$ cat config.mk
export PLATFORM = sky130hd
export DESIGN_NAME = link_top
export DESIGN_NICKNAME = d
export VERILOG_FILES = /design/src/link_pkg.sv /design/src/link_apb_regs.sv /design/src/link_rx.sv /design/src/link_top.sv /design/src/link_train.sv /design/src/link_tx.sv
export VERILOG_INCLUDE_DIRS = /design/src
export SDC_FILE = /design/constraint.sdc
export NUM_CORES = 1
export LEC_CHECK = 0
export ABC_AREA = 1
export BUFFER_PORTS_ARGS = -buffer_cell sky130_fd_sc_hd__clkbuf_2
export CAP_MARGIN = 20
export CORE_MARGIN = 2
export CORE_UTILIZATION = 64
export DETAILED_ROUTE_END_ITERATION = 10
export PLACE_DENSITY = 0.85
export SYNTH_ARGS = -nofsm -noshare
export SYNTH_HDL_FRONTEND = slang
export SYNTH_HIERARCHICAL = 1
export SYNTH_SLANG_ARGS = --single-unit
$ cat constraint.sdc
create_clock -name clk -period 7.8 [get_ports clk]
set_input_delay 0.39 -clock clk [delete_from_list [all_inputs] [get_ports clk]]
set_output_delay 0.39 -clock clk [all_outputs]
set_load 0.02 [all_outputs]
$ cat src/link_defines.svh
`ifndef LINK_DEFINES_SVH
`define LINK_DEFINES_SVH

// Payload lengths in bits, all even
`define LINK_LEN_CMD   38
`define LINK_LEN_RXS   26
`define LINK_LEN_TXIQ  32

// Training pace, clocks per step
`define LINK_TRAIN_TICKS 32

// APB register map
`define LINK_REG_CTRL   8'h00
`define LINK_REG_STATUS 8'h04
`define LINK_REG_TX_LO  8'h08
`define LINK_REG_TX_HI  8'h0C
`define LINK_REG_RX_LO  8'h10
`define LINK_REG_RX_HI  8'h14

`endif

$ cat src/link_pkg.sv
`default_nettype none
`include "link_defines.svh"

package link_pkg;

  typedef enum logic [1:0] {
    KIND_NONE = 2'b00,
    KIND_CMD  = 2'b01,
    KIND_RXS  = 2'b10,
    KIND_TXIQ = 2'b11
  } link_kind_e;

  // Shared by the training FSM and the send control
  typedef enum logic [3:0] {
    IDLE, SYNC1, SYNC2, WORK,
    MLINK0, MLINK1, MLINK2, MLINK3,
    SLINK0, SLINK1, SLINK2, SLINK3
  } train_state_e;

  typedef struct packed {
    link_kind_e                 kind;
    logic [`LINK_LEN_CMD-1:0]   data;  // Right-aligned payload
  } link_word_t;

  typedef struct packed {
    logic running;
    logic tx_busy;
    logic rx_valid;
    logic rx_overrun;
  } link_status_t;

endpackage

`default_nettype wire

$ cat src/link_apb_regs.sv
`timescale 1ns/1ps
`default_nettype none
`include "link_defines.svh"

module link_apb_regs (
  input  wire                         clk,
  input  wire                         rst,
  input  wire  [7:0]                  paddr,
  input  wire                         psel,
  input  wire                         penable,
  input  wire                         pwrite,
  input  wire  [31:0]                 pwdata,
  output logic [31:0]                 prdata,
  output logic                        pready,
  output logic                        pslverr,
  input  wire link_pkg::link_status_t status,
  input  wire link_pkg::link_word_t   rx_word,
  input  wire                         rx_done,
  input  wire                         tx_ready,
  input  wire                         tx_done,
  output link_pkg::link_word_t        tx_word,
  output logic                        tx_valid,
  output logic                        master_sel
);
  import link_pkg::*;

  link_word_t   rx_buf;
  link_status_t stat_rd;
  logic         rx_full, rx_overrun, tx_inflight;
  logic         access, wr, rd, addr_ok, tx_hi_err;

  assign pready = 1'b1;
  assign access = psel && penable;
  assign wr     = access && pwrite && !pslverr;
  assign rd     = access && !pwrite && !pslverr;

  // Send refused while one is pending, link down, or kind empty
  assign tx_hi_err = pwrite && (paddr == `LINK_REG_TX_HI) &&
                     (tx_valid || tx_inflight || !status.running || pwdata[9:8] == 2'b00);
  assign pslverr   = access && (!addr_ok || tx_hi_err);

  assign stat_rd = '{running:    status.running,
                     tx_busy:    status.tx_busy || tx_valid || tx_inflight,
                     rx_valid:   rx_full,
                     rx_overrun: rx_overrun};

  always_comb begin
    prdata  = '0;
    addr_ok = 1'b1;
    case (paddr)
      `LINK_REG_CTRL:   prdata[0]   = master_sel;
      `LINK_REG_STATUS: prdata[3:0] = stat_rd;
      `LINK_REG_TX_LO:  prdata      = tx_word.data[31:0];
      `LINK_REG_TX_HI:  prdata      = {22'd0, tx_word.kind, 2'b00, tx_word.data[37:32]};
      `LINK_REG_RX_LO:  prdata      = rx_buf.data[31:0];
      `LINK_REG_RX_HI:  prdata      = {22'd0, rx_buf.kind, 2'b00, rx_buf.data[37:32]};
      default:          addr_ok     = 1'b0;
    endcase
  end

  always_ff @(posedge clk) begin
    if (rst) begin
      master_sel  <= 1'b0;
      tx_valid    <= 1'b0;
      tx_inflight <= 1'b0;
      rx_full     <= 1'b0;
      rx_overrun  <= 1'b0;
    end else begin
      if (tx_valid && tx_ready) begin
        tx_valid    <= 1'b0;
        tx_inflight <= 1'b1;
      end else if (tx_done) begin
        tx_inflight <= 1'b0;
      end
      if (wr && paddr == `LINK_REG_TX_HI) tx_valid <= 1'b1;
      if (wr && paddr == `LINK_REG_CTRL) begin
        master_sel <= pwdata[0];
        if (pwdata[1]) rx_overrun <= 1'b0;
      end
      if (rd && paddr == `LINK_REG_RX_HI) rx_full <= 1'b0;
      if (rx_done) begin
        if (rx_full) rx_overrun <= 1'b1;  // New word dropped
        else rx_full <= 1'b1;
      end
    end
  end

  always_ff @(posedge clk) begin
    if (wr && paddr == `LINK_REG_TX_LO) tx_word.data[31:0] <= pwdata;
    if (wr && paddr == `LINK_REG_TX_HI) begin
      tx_word.data[37:32] <= pwdata[5:0];
      tx_word.kind        <= link_kind_e'(pwdata[9:8]);
    end
    if (rx_done && !rx_full) rx_buf <= rx_word;
  end

  a_no_wait: assert property (@(posedge clk) disable iff (rst)
    psel && penable |-> pready);

endmodule

`default_nettype wire

$ cat src/link_rx.sv
`timescale 1ns/1ps
`default_nettype none
`include "link_defines.svh"

module link_rx (
  input  wire                  clk,
  input  wire                  rst,
  input  wire                  running,
  input  wire  [1:0]           sym_sync,
  output link_pkg::link_word_t rx_word,
  output logic                 rx_done
);
  import link_pkg::*;

  logic       busy;
  logic [4:0] sym_cnt;
  logic       start;

  assign start = running && !busy && (sym_sync != 2'b00);  // Header seen

  always_ff @(posedge clk) begin
    if (rst || !running) begin
      busy    <= 1'b0;
      sym_cnt <= '0;
      rx_done <= 1'b0;
    end else begin
      rx_done <= 1'b0;
      if (start) begin
        busy <= 1'b1;
        case (link_kind_e'(sym_sync))
          KIND_RXS:  sym_cnt <= 5'(`LINK_LEN_RXS / 2 - 1);
          KIND_TXIQ: sym_cnt <= 5'(`LINK_LEN_TXIQ / 2 - 1);
          default:   sym_cnt <= 5'(`LINK_LEN_CMD / 2 - 1);
        endcase
      end else if (busy) begin
        sym_cnt <= sym_cnt - 5'd1;
        if (sym_cnt == '0) begin
          busy    <= 1'b0;
          rx_done <= 1'b1;
        end
      end
    end
  end

  always_ff @(posedge clk) begin
    if (start) begin
      rx_word.kind <= link_kind_e'(sym_sync);
      rx_word.data <= '0;
    end else if (busy) begin
      rx_word.data <= {rx_word.data[`LINK_LEN_CMD-3:0], sym_sync};  // In at the bottom
    end
  end

endmodule

`default_nettype wire

$ cat src/link_top.sv
`timescale 1ns/1ps
`default_nettype none

module link_top (
  input  wire         clk,
  input  wire         rst,
  input  wire  [7:0]  paddr,
  input  wire         psel,
  input  wire         penable,
  input  wire         pwrite,
  input  wire  [31:0] pwdata,
  output logic [31:0] prdata,
  output logic        pready,
  output logic        pslverr,
  input  wire  [1:0]  linkrx,
  output logic [1:0]  linktx,
  input  wire         clk_lock_ack,
  output logic        clk_lock_req
);
  import link_pkg::*;

  link_word_t   tx_word, rx_word;
  link_status_t status;
  logic         tx_valid, tx_ready, tx_done, tx_active;
  logic         rx_done, running, master_sel;
  logic [1:0]   sym_sync, train_linktx, tx_linktx;

  assign tx_active = running && !tx_ready;
  // Receive flags are kept in the register block
  assign status = '{running: running, tx_busy: tx_active, rx_valid: 1'b0, rx_overrun: 1'b0};
  assign linktx = running ? tx_linktx : train_linktx;

  link_apb_regs u_regs (
    .clk, .rst, .paddr, .psel, .penable, .pwrite, .pwdata, .prdata, .pready, .pslverr,
    .status, .rx_word, .rx_done, .tx_ready, .tx_done, .tx_word, .tx_valid, .master_sel
  );

  link_train u_train (
    .clk, .rst, .linkrx, .master_sel, .clk_lock_ack, .tx_active, .sym_sync,
    .sym_stable   (),  // Steers training only
    .train_linktx, .running, .clk_lock_req
  );

  link_tx u_tx (
    .clk, .rst, .running, .tx_word, .tx_valid, .tx_ready, .tx_done, .tx_linktx
  );

  link_rx u_rx (
    .clk, .rst, .running, .sym_sync, .rx_word, .rx_done
  );

endmodule

`default_nettype wire

$ cat src/link_train.sv
`timescale 1ns/1ps
`default_nettype none
`include "link_defines.svh"

module link_train (
  input  wire        clk,
  input  wire        rst,
  input  wire  [1:0] linkrx,
  input  wire        master_sel,
  input  wire        clk_lock_ack,
  input  wire        tx_active,
  output logic [1:0] sym_sync,
  output logic [1:0] sym_stable,
  output logic [1:0] train_linktx,
  output logic       running,
  output logic       clk_lock_req
);
  import link_pkg::*;

  localparam int TICK_W = $clog2(`LINK_TRAIN_TICKS);

  train_state_e      state;
  train_state_e      state_next;
  logic [1:0]        sync1;
  logic [1:0]        pattern;
  logic [TICK_W-1:0] tick_cnt;
  logic              tick;
  logic              role_master;  // Role the link was trained in

  always_ff @(posedge clk) begin
    if (rst) begin
      sync1      <= 2'b00;
      sym_sync   <= 2'b00;
      sym_stable <= 2'b00;
    end else begin
      sync1    <= linkrx;
      sym_sync <= sync1;
      if (sym_sync == sync1) sym_stable <= sym_sync;  // Two samples agree
    end
  end

  assign tick = (tick_cnt == '0);

  always_ff @(posedge clk) begin
    if (rst || running || tick) tick_cnt <= TICK_W'(`LINK_TRAIN_TICKS - 1);
    else tick_cnt <= tick_cnt - 1'b1;
  end

  assign running = !(state inside {MLINK0, MLINK1, MLINK2, MLINK3,
                                   SLINK0, SLINK1, SLINK2, SLINK3});
  assign clk_lock_req = (state == SLINK3);

  always_comb begin
    state_next = state;
    case (state)
      IDLE: begin
        // Role change retrains, but never mid-frame
        if ((master_sel != role_master) && !tx_active)
          state_next = master_sel ? MLINK0 : SLINK0;
      end
      MLINK0: if (sym_stable == 2'b01 && tick) state_next = MLINK1;
      MLINK1: begin
        case (sym_stable)
          2'b01:   if (tick) state_next = MLINK0;
          2'b10:   if (tick) state_next = MLINK2;
          default: state_next = MLINK0;
        endcase
      end
      MLINK2: begin
        case (sym_stable)
          2'b10:   if (tick) state_next = MLINK0;
          2'b11:   if (tick) state_next = MLINK3;
          default: state_next = MLINK0;
        endcase
      end
      MLINK3: if (sym_stable == 2'b00) state_next = IDLE;  // Slave finished
      SLINK0: begin
        if (master_sel) state_next = MLINK0;
        else if (sym_stable == 2'b10) state_next = SLINK1;
      end
      SLINK1: begin
        if (master_sel) state_next = MLINK0;
        else if (sym_stable == 2'b01) state_next = SLINK2;
        else if (sym_stable != 2'b10) state_next = SLINK0;
      end
      SLINK2: begin
        if (master_sel) state_next = MLINK0;
        else if (sym_stable == 2'b11) state_next = SLINK3;
        else if (sym_stable != 2'b01) state_next = SLINK0;
      end
      SLINK3: begin
        if (master_sel) state_next = MLINK0;
        else if (clk_lock_ack && sym_stable == 2'b00) state_next = IDLE;
      end
      default: state_next = SLINK0;
    endcase
  end

  // Pattern follows the next state so the line is quiet on entry to IDLE
  always_comb begin
    case (state_next)
      MLINK0, SLINK2: pattern = 2'b10;
      MLINK1, SLINK1: pattern = 2'b01;
      MLINK2, SLINK3: pattern = 2'b11;
      default:        pattern = 2'b00;
    endcase
  end

  always_ff @(posedge clk) begin
    if (rst) begin
      state        <= SLINK0;
      train_linktx <= 2'b00;
      role_master  <= 1'b0;
    end else begin
      state        <= state_next;
      train_linktx <= pattern;
      if (state == MLINK3) role_master <= 1'b1;
      else if (state == SLINK3) role_master <= 1'b0;
    end
  end

  a_req_not_running: assert property (@(posedge clk) disable iff (rst)
    !(running && clk_lock_req));
  a_quiet_running: assert property (@(posedge clk) disable iff (rst)
    running |-> train_linktx == 2'b00);

endmodule

`default_nettype wire

$ cat src/link_tx.sv
`timescale 1ns/1ps
`default_nettype none
`include "link_defines.svh"

module link_tx (
  input  wire                       clk,
  input  wire                       rst,
  input  wire                       running,
  input  wire link_pkg::link_word_t tx_word,
  input  wire                       tx_valid,
  output logic                      tx_ready,
  output logic                      tx_done,
  output logic [1:0]                tx_linktx
);
  import link_pkg::*;

  train_state_e             state;
  logic [4:0]               sym_cnt;
  logic [`LINK_LEN_CMD-1:0] shreg;
  logic                     accept;

  assign tx_ready = running && (state == IDLE);
  assign accept   = tx_valid && tx_ready;
  assign tx_done  = (state == SYNC2);  // Second sync cycle

  always_ff @(posedge clk) begin
    if (rst || !running) begin
      state     <= IDLE;
      sym_cnt   <= '0;
      tx_linktx <= 2'b00;
    end else begin
      tx_linktx <= 2'b00;
      case (state)
        IDLE: begin
          if (accept) begin
            tx_linktx <= tx_word.kind;  // Header
            state     <= WORK;
            case (tx_word.kind)
              KIND_RXS:  sym_cnt <= 5'(`LINK_LEN_RXS / 2 - 1);
              KIND_TXIQ: sym_cnt <= 5'(`LINK_LEN_TXIQ / 2 - 1);
              default:   sym_cnt <= 5'(`LINK_LEN_CMD / 2 - 1);
            endcase
          end
        end
        WORK: begin
          tx_linktx <= shreg[`LINK_LEN_CMD-1 -: 2];  // MSB first
          sym_cnt   <= sym_cnt - 5'd1;
          if (sym_cnt == '0) state <= SYNC1;
        end
        SYNC1:   state <= SYNC2;
        default: state <= IDLE;
      endcase
    end
  end

  // Payload left-aligned so every kind leaves from the top
  always_ff @(posedge clk) begin
    if (accept) begin
      case (tx_word.kind)
        KIND_RXS:  shreg <= {tx_word.data[`LINK_LEN_RXS-1:0],
                             {(`LINK_LEN_CMD - `LINK_LEN_RXS){1'b0}}};
        KIND_TXIQ: shreg <= {tx_word.data[`LINK_LEN_TXIQ-1:0],
                             {(`LINK_LEN_CMD - `LINK_LEN_TXIQ){1'b0}}};
        default:   shreg <= tx_word.data;
      endcase
    end else if (state == WORK) begin
      shreg <= {shreg[`LINK_LEN_CMD-3:0], 2'b00};
    end
  end

  a_kind_set: assert property (@(posedge clk) disable iff (rst)
    accept |-> tx_word.kind != KIND_NONE);

endmodule

`default_nettype wire

### After elaboration in Yosys (flattened, before gate mapping)

Cells that the tools add are included.
Widths: inputs -> output; s select.

* reductions and logical operators: 61
* multiplexer cells: 57
* multipliers: 0
* magnitude comparators: 0
* $add $sub $neg: 3
* div/mod/pow operators: 0
* eq/ne operators: 35
* shift-type cells: 0
* bitwise logic cells: 1

Operators by type and width (count)
* $pmux 28 s4: 1
* $mux 38: 2
* $mux 4: 19
* $pmux 38 s2: 1
* $pmux 4 s9: 1
* $pmux 5 s2: 3
* $eq 4x3->1 const B: 7
* $eq 4x4->1 const B: 7
* $logic_and 1x1->1: 21
* $mux 1: 18
* $eq 8x4->1 const B: 2
* $eq 8x5->1 const B: 2
* $pmux 4 s2: 2
* $logic_not 5->1: 3
* $mux 5: 3
* $pmux 3 s5: 1
* $sub 5x1->5 const B: 3
* $reduce_bool 2->1: 7
* $eq 2x2->1 const B: 6
* $pmux 4 s3: 1
* $logic_or 1x1->1: 9
* $eq 4x2->1 const B: 2
* $eq 8x3->1 const B: 1
* $logic_not 1->1: 8
* 19 further kinds: 27

* memory bits (read-only): 0
* memory bits (writable): 0
* word-level logic and storage cells: 183
* output and inout bits: 37
* register bits: 199
* bits in latches: 0
* memories kept: 0
* input port bits: 48

### Longest topological paths before layout

Gate-level depths: netlist of the first run.

* word-level depth: 13
* mapped depth: 18
* mapped depth without buffers: 18

### Modules after synthesis

The synthesis of the first run kept the hierarchy.

Modules (own cells, without submodules)
* link_apb_regs: area each 3334.4 um^2, sequential area each 2502.4 um^2, times used 1, cells an instance 232
* link_tx: area each 2652.5 um^2, sequential area each 1321.3 um^2, times used 1, cells an instance 292
* link_rx: area each 1835.5 um^2, sequential area each 960.9 um^2, times used 1, cells an instance 222
* link_train: area each 1408.9 um^2, sequential area each 360.3 um^2, times used 1, cells an instance 225
* link_top: area each 33.8 um^2, sequential area each 0.0 um^2, times used 1, cells an instance 9

### Worst setup path after synthesis of the first run

OpenSTA, ideal clock, no wires.

* kind: flip-flop to flip-flop
* start: reg u_train.state[2]
* end: reg, netlist name u_regs/tx_word[0]
* buffers on the path: 0
* clock period less this slack: 4.245 ns
* slack: 3.555 ns
* required time: 7.339 ns
* library setup time: 0.461 ns
* arrival time: 3.784 ns
* cell stages (with the launch flop): 10
* cell sequence: dfxtp_1 inv_1 ha_1 inv_1 inv_1 nor3_1 o21ai_0 nand2_1 nand3_2 nor3_1

* longest elaborated chain between the ends: 10
* elaborated cells between the ends (all ways): 17
* those cells by class: eq/ne (8); reduce/logical (9)

Ends and longest elaborated chain
* start: declaration: line link_train.sv:22 `train_state_e state;`
* start signal: assignment: line link_train.sv:115 `state <= state_next;`
* $eq 4x3->1 / $eq 4x4->1 (equally long branches): line link_train.sv:49 `assign running = !(state inside {MLINK0, MLINK1, MLINK2, MLINK3,`
* $reduce_bool 8->1 (*): line link_train.sv:49
* $logic_or 1x1->1 (*) (2 in a row): line link_apb_regs.sv:39 `(tx_valid || tx_inflight || !status.running || pwdata[9:8] == 2'b00);`
* $logic_and 1x1->1 (*): line link_apb_regs.sv:38 `` assign tx_hi_err = pwrite && (paddr == `LINK_REG_TX_HI) && ``
* $logic_or 1x1->1 (*): line link_apb_regs.sv:40 `assign pslverr = access && (!addr_ok || tx_hi_err);`
* $logic_and 1x1->1 (*): line link_apb_regs.sv:40
* $logic_not 1->1 (*): line link_apb_regs.sv:34 `assign wr = access && pwrite && !pslverr;`
* $logic_and 1x1->1 (*): line link_apb_regs.sv:34
* $logic_and 1x1->1 (no source line) (*)

Every way passes the cells marked *; elsewhere a longest branch is shown, timed or not.
A chain may end at the register's enable or synchronous reset.

### Worst setup path in the final report of the first run

* start: reg u_train.state[2]
* end: out pslverr

* longest elaborated chain between the ends: 7
* elaborated cells between the ends (all ways): 14
* those cells by class: eq/ne (8); reduce/logical (6)

Ends and longest elaborated chain
* $eq 4x3->1 / $eq 4x4->1 (equally long branches): line link_train.sv:49
* $reduce_bool 8->1 (*): line link_train.sv:49
* $logic_or 1x1->1 (*) (2 in a row): line link_apb_regs.sv:39
* $logic_and 1x1->1 (*): line link_apb_regs.sv:38
* $logic_or 1x1->1 (*): line link_apb_regs.sv:40
* $logic_and 1x1->1 (*): line link_apb_regs.sv:40
* end: declaration: line link_top.sv:14 `output logic pslverr,`

Marks and branches as above.

==> impl_results.md, run 1 <==
* Worst min path class: input port to register
* Via count at 7,329
* Max_cap viols at 0
* Status: finished clean
* Share of cells above drive strength 1 at 0.187
* Worst-Skew Late Latency at 0.44 ns
* Final non-filler cell area at 10,200 um^2
* Critical path arrival at 2.53 ns
* CTS tree: yes
* Syn. warnings at 6
* Synth Net Count at 1,043
* CP Max Fanout at 10
* First-pass GRT wire length at 34,600 um
* Post-DRT Antenna Nets at 0
* Routed wire length per instance at 17.4 um
* Drt via density at 5.91
* Worst setup path class: register to output pin
* Placer congestion estimate at 0.902
* Data required time of the worst path at 7.41 ns
* Area after DPL at 9700 um^2
* Final min period at 2.92 ns
* CTS Sinks at 197
* # hold bufs at CTS at 0
* Hold Slack at 0.119 ns
* Post-synthesis to final-layout area growth at 10.7%
* Longest Clk Path Bufs at 2
* Fill cells at 966
* RSZ-0062 raised after global routing: no
* Initial antenna violation count at 0
* Finished Core Util at 0.733
* Port Buf Inserts at 83
* H-Tree Depth at 4
* Iteration-0 DRC Markers at 816
* Initial Utilization at 0.662
* Mapped Cells at 979
* Core Region at 14,000 um^2
* Rel. slew slack at 0.457
* Setup-failing EPs final at 0
* I/O pins at 85
* PD cells at 207 nW/um^2
* Avg Inst Size Synth at 9.46 um^2
* Grt total ovfl at 0
* PostCTS Resize Cnt at 0
* Clk root buf: clkbuf_16
* Fmax at 0.342 GHz
* Worst-margin pin slew at 0.812 ns
* Area of the die at 15,400 um^2
* Netlist Area Pre-Place at 9260 um^2
* Hold Vio Cnt, Final at 0
* Postcts setup bufs at 0
* Peak supply drop at 0.000188 V
* CTS clock-pin slew for the worst setup and hold paths at 0.07 ns
* Layout Skew at 0.00596 ns
* TNS Setup at 0 ns
* Layout Nets at 1,111
* Total Routing Usage GR at 0.280
* Lkg Pwr at 4.18 nW
* Final Cycle Share at 0.375
* Cell row count at 43
* DRC Markers at 0
* Crit. End Element: output pin
* HPWL after detailed placement at 14,700 um
* Type of origin of the critical path: register
* Detailed Routing Iterations Pass 1 at 6
* Largest net degree at the start of global routing at 60
* Routed WL at 21,500 um
* Vias in the first global route at 6,824
* DIE WIDTH at 124 um
* Chip Height at 124 um
* Diode count at 0
* TritonCTS Buffers at 17
* Final Max Slew Viols at 0
-- power breakdown --
| group | total (W) | leakage [nW] | switching [W] | internal (W) |
|---|---|---|---|---|
| logic | 0.000165 | 2.16 | 0.000111 | 0.0000545 |
| registers | 0.00112 | 1.75 | 0.0000137 | 0.00111 |
| clock network | 0.000830 | 0.278 | 0.000396 | 0.000434 |
-- through the flow --
stage	setup WS [ns]	std cells	power (W)
after floorplan	3.56	979	0.00127
after global placement	5.13	1208	0.00131
after detailed placement	5.07	1208	0.00131
after CTS	4.91	1240	0.00212
after global routing	4.60	1240	0.00219
final	4.88	1240	0.00212
-- state kept, by name, indices dropped and copies added, names as in the netlist, 2 cells and up --
name,flops
u_regs/tx_word,40
u_rx/rx_word,40
u_tx/state,2
u_train/state,4
u_regs/rx_buf,40
u_tx/sym_cnt,5
u_train/sync1,2
u_train/sym_sync,2
u_train/train_linktx,2
u_train/tick_cnt,5
u_tx/tx_linktx,2
u_tx/shreg,38
u_rx/sym_cnt,5
u_train/sym_stable,2
-- placed cells by master (no fill, tap or decap), drive strengths merged, types with 3 or more instances in the layout --
cell and instances:
clkbuf 104, o22ai 26, ha 16, o21ai 54, a221oi 3, nand4 8, edfxtp 120, o22a 25
nand2 261, inv 120, nand3 48, a22o 24, nor3 7, buf 7, a21oi 64, clkinv 5
nor2 73, o21bai 3, o211ai 3, dfxtp 77
-- worst max-delay path: stages, from the launching register on --
cell      delay [ns]
dfxtp_1         0.45
inv_1           0.15
ha_1            0.35
inv_1           0.36
inv_1           0.11
nor3_1          0.12
o21ai_0         0.10
nand2_1         0.16
a21oi_1         0.12
clkbuf_2        0.17
-- path summary, 6_finish.rpt --
check,startpoint,endpoint,slack (ns),cells after the start
worst max-delay path,u_train/state[2]$_SDFF_PP0_,pslverr,4.88,9
worst min-delay path,pwdata[19],u_regs/tx_word[19]$_DFFE_PP_,0.12,1
worst max register to register,u_train/state[2]$_SDFF_PP0_,u_regs/tx_word[10]$_DFFE_PP_,4.97,10
worst min register to register,u_train/tick_cnt[0]$_SDFF_PP1_,u_train/tick_cnt[0]$_SDFF_PP1_,0.40,1
-- cell type report --
class | instances | area, um^2 | area share
Clock inverter | 11 | 93.8 | 0.00916
Clock buffer | 21 | 460 | 0.0449
Timing Repair Buffer | 90 | 468 | 0.0457
Tap cell | 180 | 225 | 0.0220
Multi-Input combinational cell | 627 | 3420 | 0.334
Inverter | 114 | 438 | 0.0427
Sequential cell | 197 | 5140 | 0.502
-- layer usage --
layer | vias to the layer above | track usage | share of wire
met1 | 3474 | 0.369 | 0.40
met5 | - | 0 | 0
met2 | 356 | 0.465 | 0.50
met4 | 0 | 0.0899 | 0.022
li1 | 3456 | - | -
met3 | 43 | 0.0584 | 0.081
Note: power is estimated with default switching activity, not from simulation.
==> run 2: changes to the inputs <==
- CORE_UTILIZATION: 64 -> 60
- PLACE_DENSITY: 0.85 -> 0.8
- clock period: 7.8 -> 2.8 ns (I/O delays scaled with it)
==> impl_results.md, run 2 (synthesis gave the netlist of run 1 again) <==
* TNS Setup at 0 ns
* Post-DRT Antenna Nets at 0
* Cell row count at 45
* Total power at 0.00603 W
* Post-synthesis to final-layout area growth at 15.3%
* Diode count at 0
* Hold path start: pwrite
* Peak supply drop at 0.000461 V
* Worst min path class: input port to register
* Area of the die at 16,400 um^2
* Grt total ovfl at 0
* Area after DPL at 9770 um^2
* Most frequent cells in the layout: 246 x nand2_1, 120 x edfxtp_1, 98 x inv_1
* Routed WL at 22,000 um
* Type of origin of the critical path: register
* PD cells at 565 nW/um^2
* TritonCTS Buffers at 17
* Crit. End Element: output pin
* CP startpoint: u_train/state[2]$_SDFF_PP0_
* Chip Height at 128 um
* Reg2reg start: u_train/state[2]$_SDFF_PP0_
* Layout Nets at 1,150
* Hold Slack at 0.113 ns
* I/O pins at 85
* Clk root buf: clkbuf_16
* Gate power share at 0.085
* Hold Vio Cnt, Final at 0
* Initial Utilization at 0.611
* Most common cell after layout, fill and taps aside: nand2_1
* Core Region at 15,100 um^2
* Final Max Slew Viols at 0
* Seq pwr share at 0.519
* Worst-Skew Late Latency at 0.44 ns
* Finished Core Util at 0.705
* Fmax at 0.391 GHz
* Placer congestion estimate at 0.884
* Clock share of power at 0.396
* RSZ-0062 raised after global routing: no
* Worst setup path class: register to output pin
* Worst-margin pin slew at 0.739 ns
* CP Max Fanout at 7
* Critical path arrival at 2.42 ns
* Sw power at 0.00154 W
* Internal power at 0.00450 W
* Detailed Routing Iterations Pass 1 at 6
* Final non-filler cell area at 10,700 um^2
* Largest regs: u_regs/rx_buf: 40 flops, u_regs/tx_word: 40 flops, u_rx/rx_word: 40 flops
* Vias in the first global route at 6,798
* Via count at 7,385
* Routed wire length per instance at 17.1 um
* CTS clock-pin slew for the worst setup and hold paths at 0.08 ns
* Switching Share at 0.255
* H-Tree Depth at 4
* Status: finished clean
* Layout Skew at 0.0131 ns
* Total Routing Usage GR at 0.273
* Drt via density at 5.74
* Rel. slew slack at 0.507
* CTS tree: yes
* DRC Markers at 0
* Lkg Pwr at 4.38 nW
* Data required time of the worst path at 2.66 ns
* Setup-failing EPs final at 0
* Max_cap viols at 0
* Final Cycle Share at 0.913
* First-pass GRT wire length at 34,700 um
* Share of cells above drive strength 1 at 0.187
* Longest Clk Path Bufs at 2
* Port Buf Inserts at 83
* Initial antenna violation count at 0
* Largest net degree at the start of global routing at 60
* CTS Sinks at 197
* Final min period at 2.56 ns
* Iteration-0 DRC Markers at 926
* Postcts setup bufs at 0
* DIE WIDTH at 128 um
* HPWL after detailed placement at 15,000 um
run 2: metrics by stage:
stage	worst slack (ns)	instances
2_1_floorplan	0.00270	979
3_3_place_gp	0.395	1221
3_5_place_dp	0.280	1221
4_1_cts	0.135	1287
5_1_grt	0.0408	1287
6_report	0.244	1287
run 2: per-layer routing:
layer	vias up	track usage	part of all wire
met5	-	0	0
met4	0	0.114	0.033
met3	68	0.0434	0.074
met2	338	0.438	0.48
met1	3446	0.372	0.41
li1	3533	-	-
run 2: final timing paths:
kind	end	slack (ns)	depth (start not counted)
setup / recovery	prdata[2]	0.24	9
hold / removal	u_regs/rx_full$_SDFF_PP0_	0.11	5
hold reg to reg	u_train/tick_cnt[0]$_SDFF_PP1_	0.42	1
setup reg to reg	u_tx/shreg[21]$_DFFE_PP_	0.32	7
run 2: repair_timing:
item                       CTS  global route
setup endpoints to repair    0             9
hold buffers                34             0
gates resized for setup      0             1
hold endpoints to repair    42             0
run 2: final cells by class:
class / instances / area (um^2)
sequential: 197 / 5140
timing repair buffer: 129 / 871
tap: 188 / 235
fill: 1081 / 4460
clock inverter: 14 / 129
inverter: 114 / 438
multi-input combinational: 627 / 3430
clock buffer: 18 / 439
run 2: worst max-delay path, cell delays in order, from the launching register on:
cell and delay (ns):
dfxtp_1 0.45, inv_1 0.15, ha_1 0.36, inv_2 0.16, buf_4 0.18, inv_2 0.05, nor2_1 0.14, nor3_1 0.07
o21bai_1 0.21, clkbuf_2 0.21
run 2: power by group through the flow:
| stage | combinational, W | clock, W | sequential (W) |
|---|---|---|---|
| after floorplan | 0.000349 | 0 | 0.00319 |
| after global placement | 0.000458 | 0 | 0.00320 |
| after CTS | 0.000509 | 0.00240 | 0.00313 |
| after detailed placement | 0.000467 | 0 | 0.00320 |
| final | 0.000512 | 0.00239 | 0.00313 |
| after global routing | 0.000570 | 0.00253 | 0.00314 |
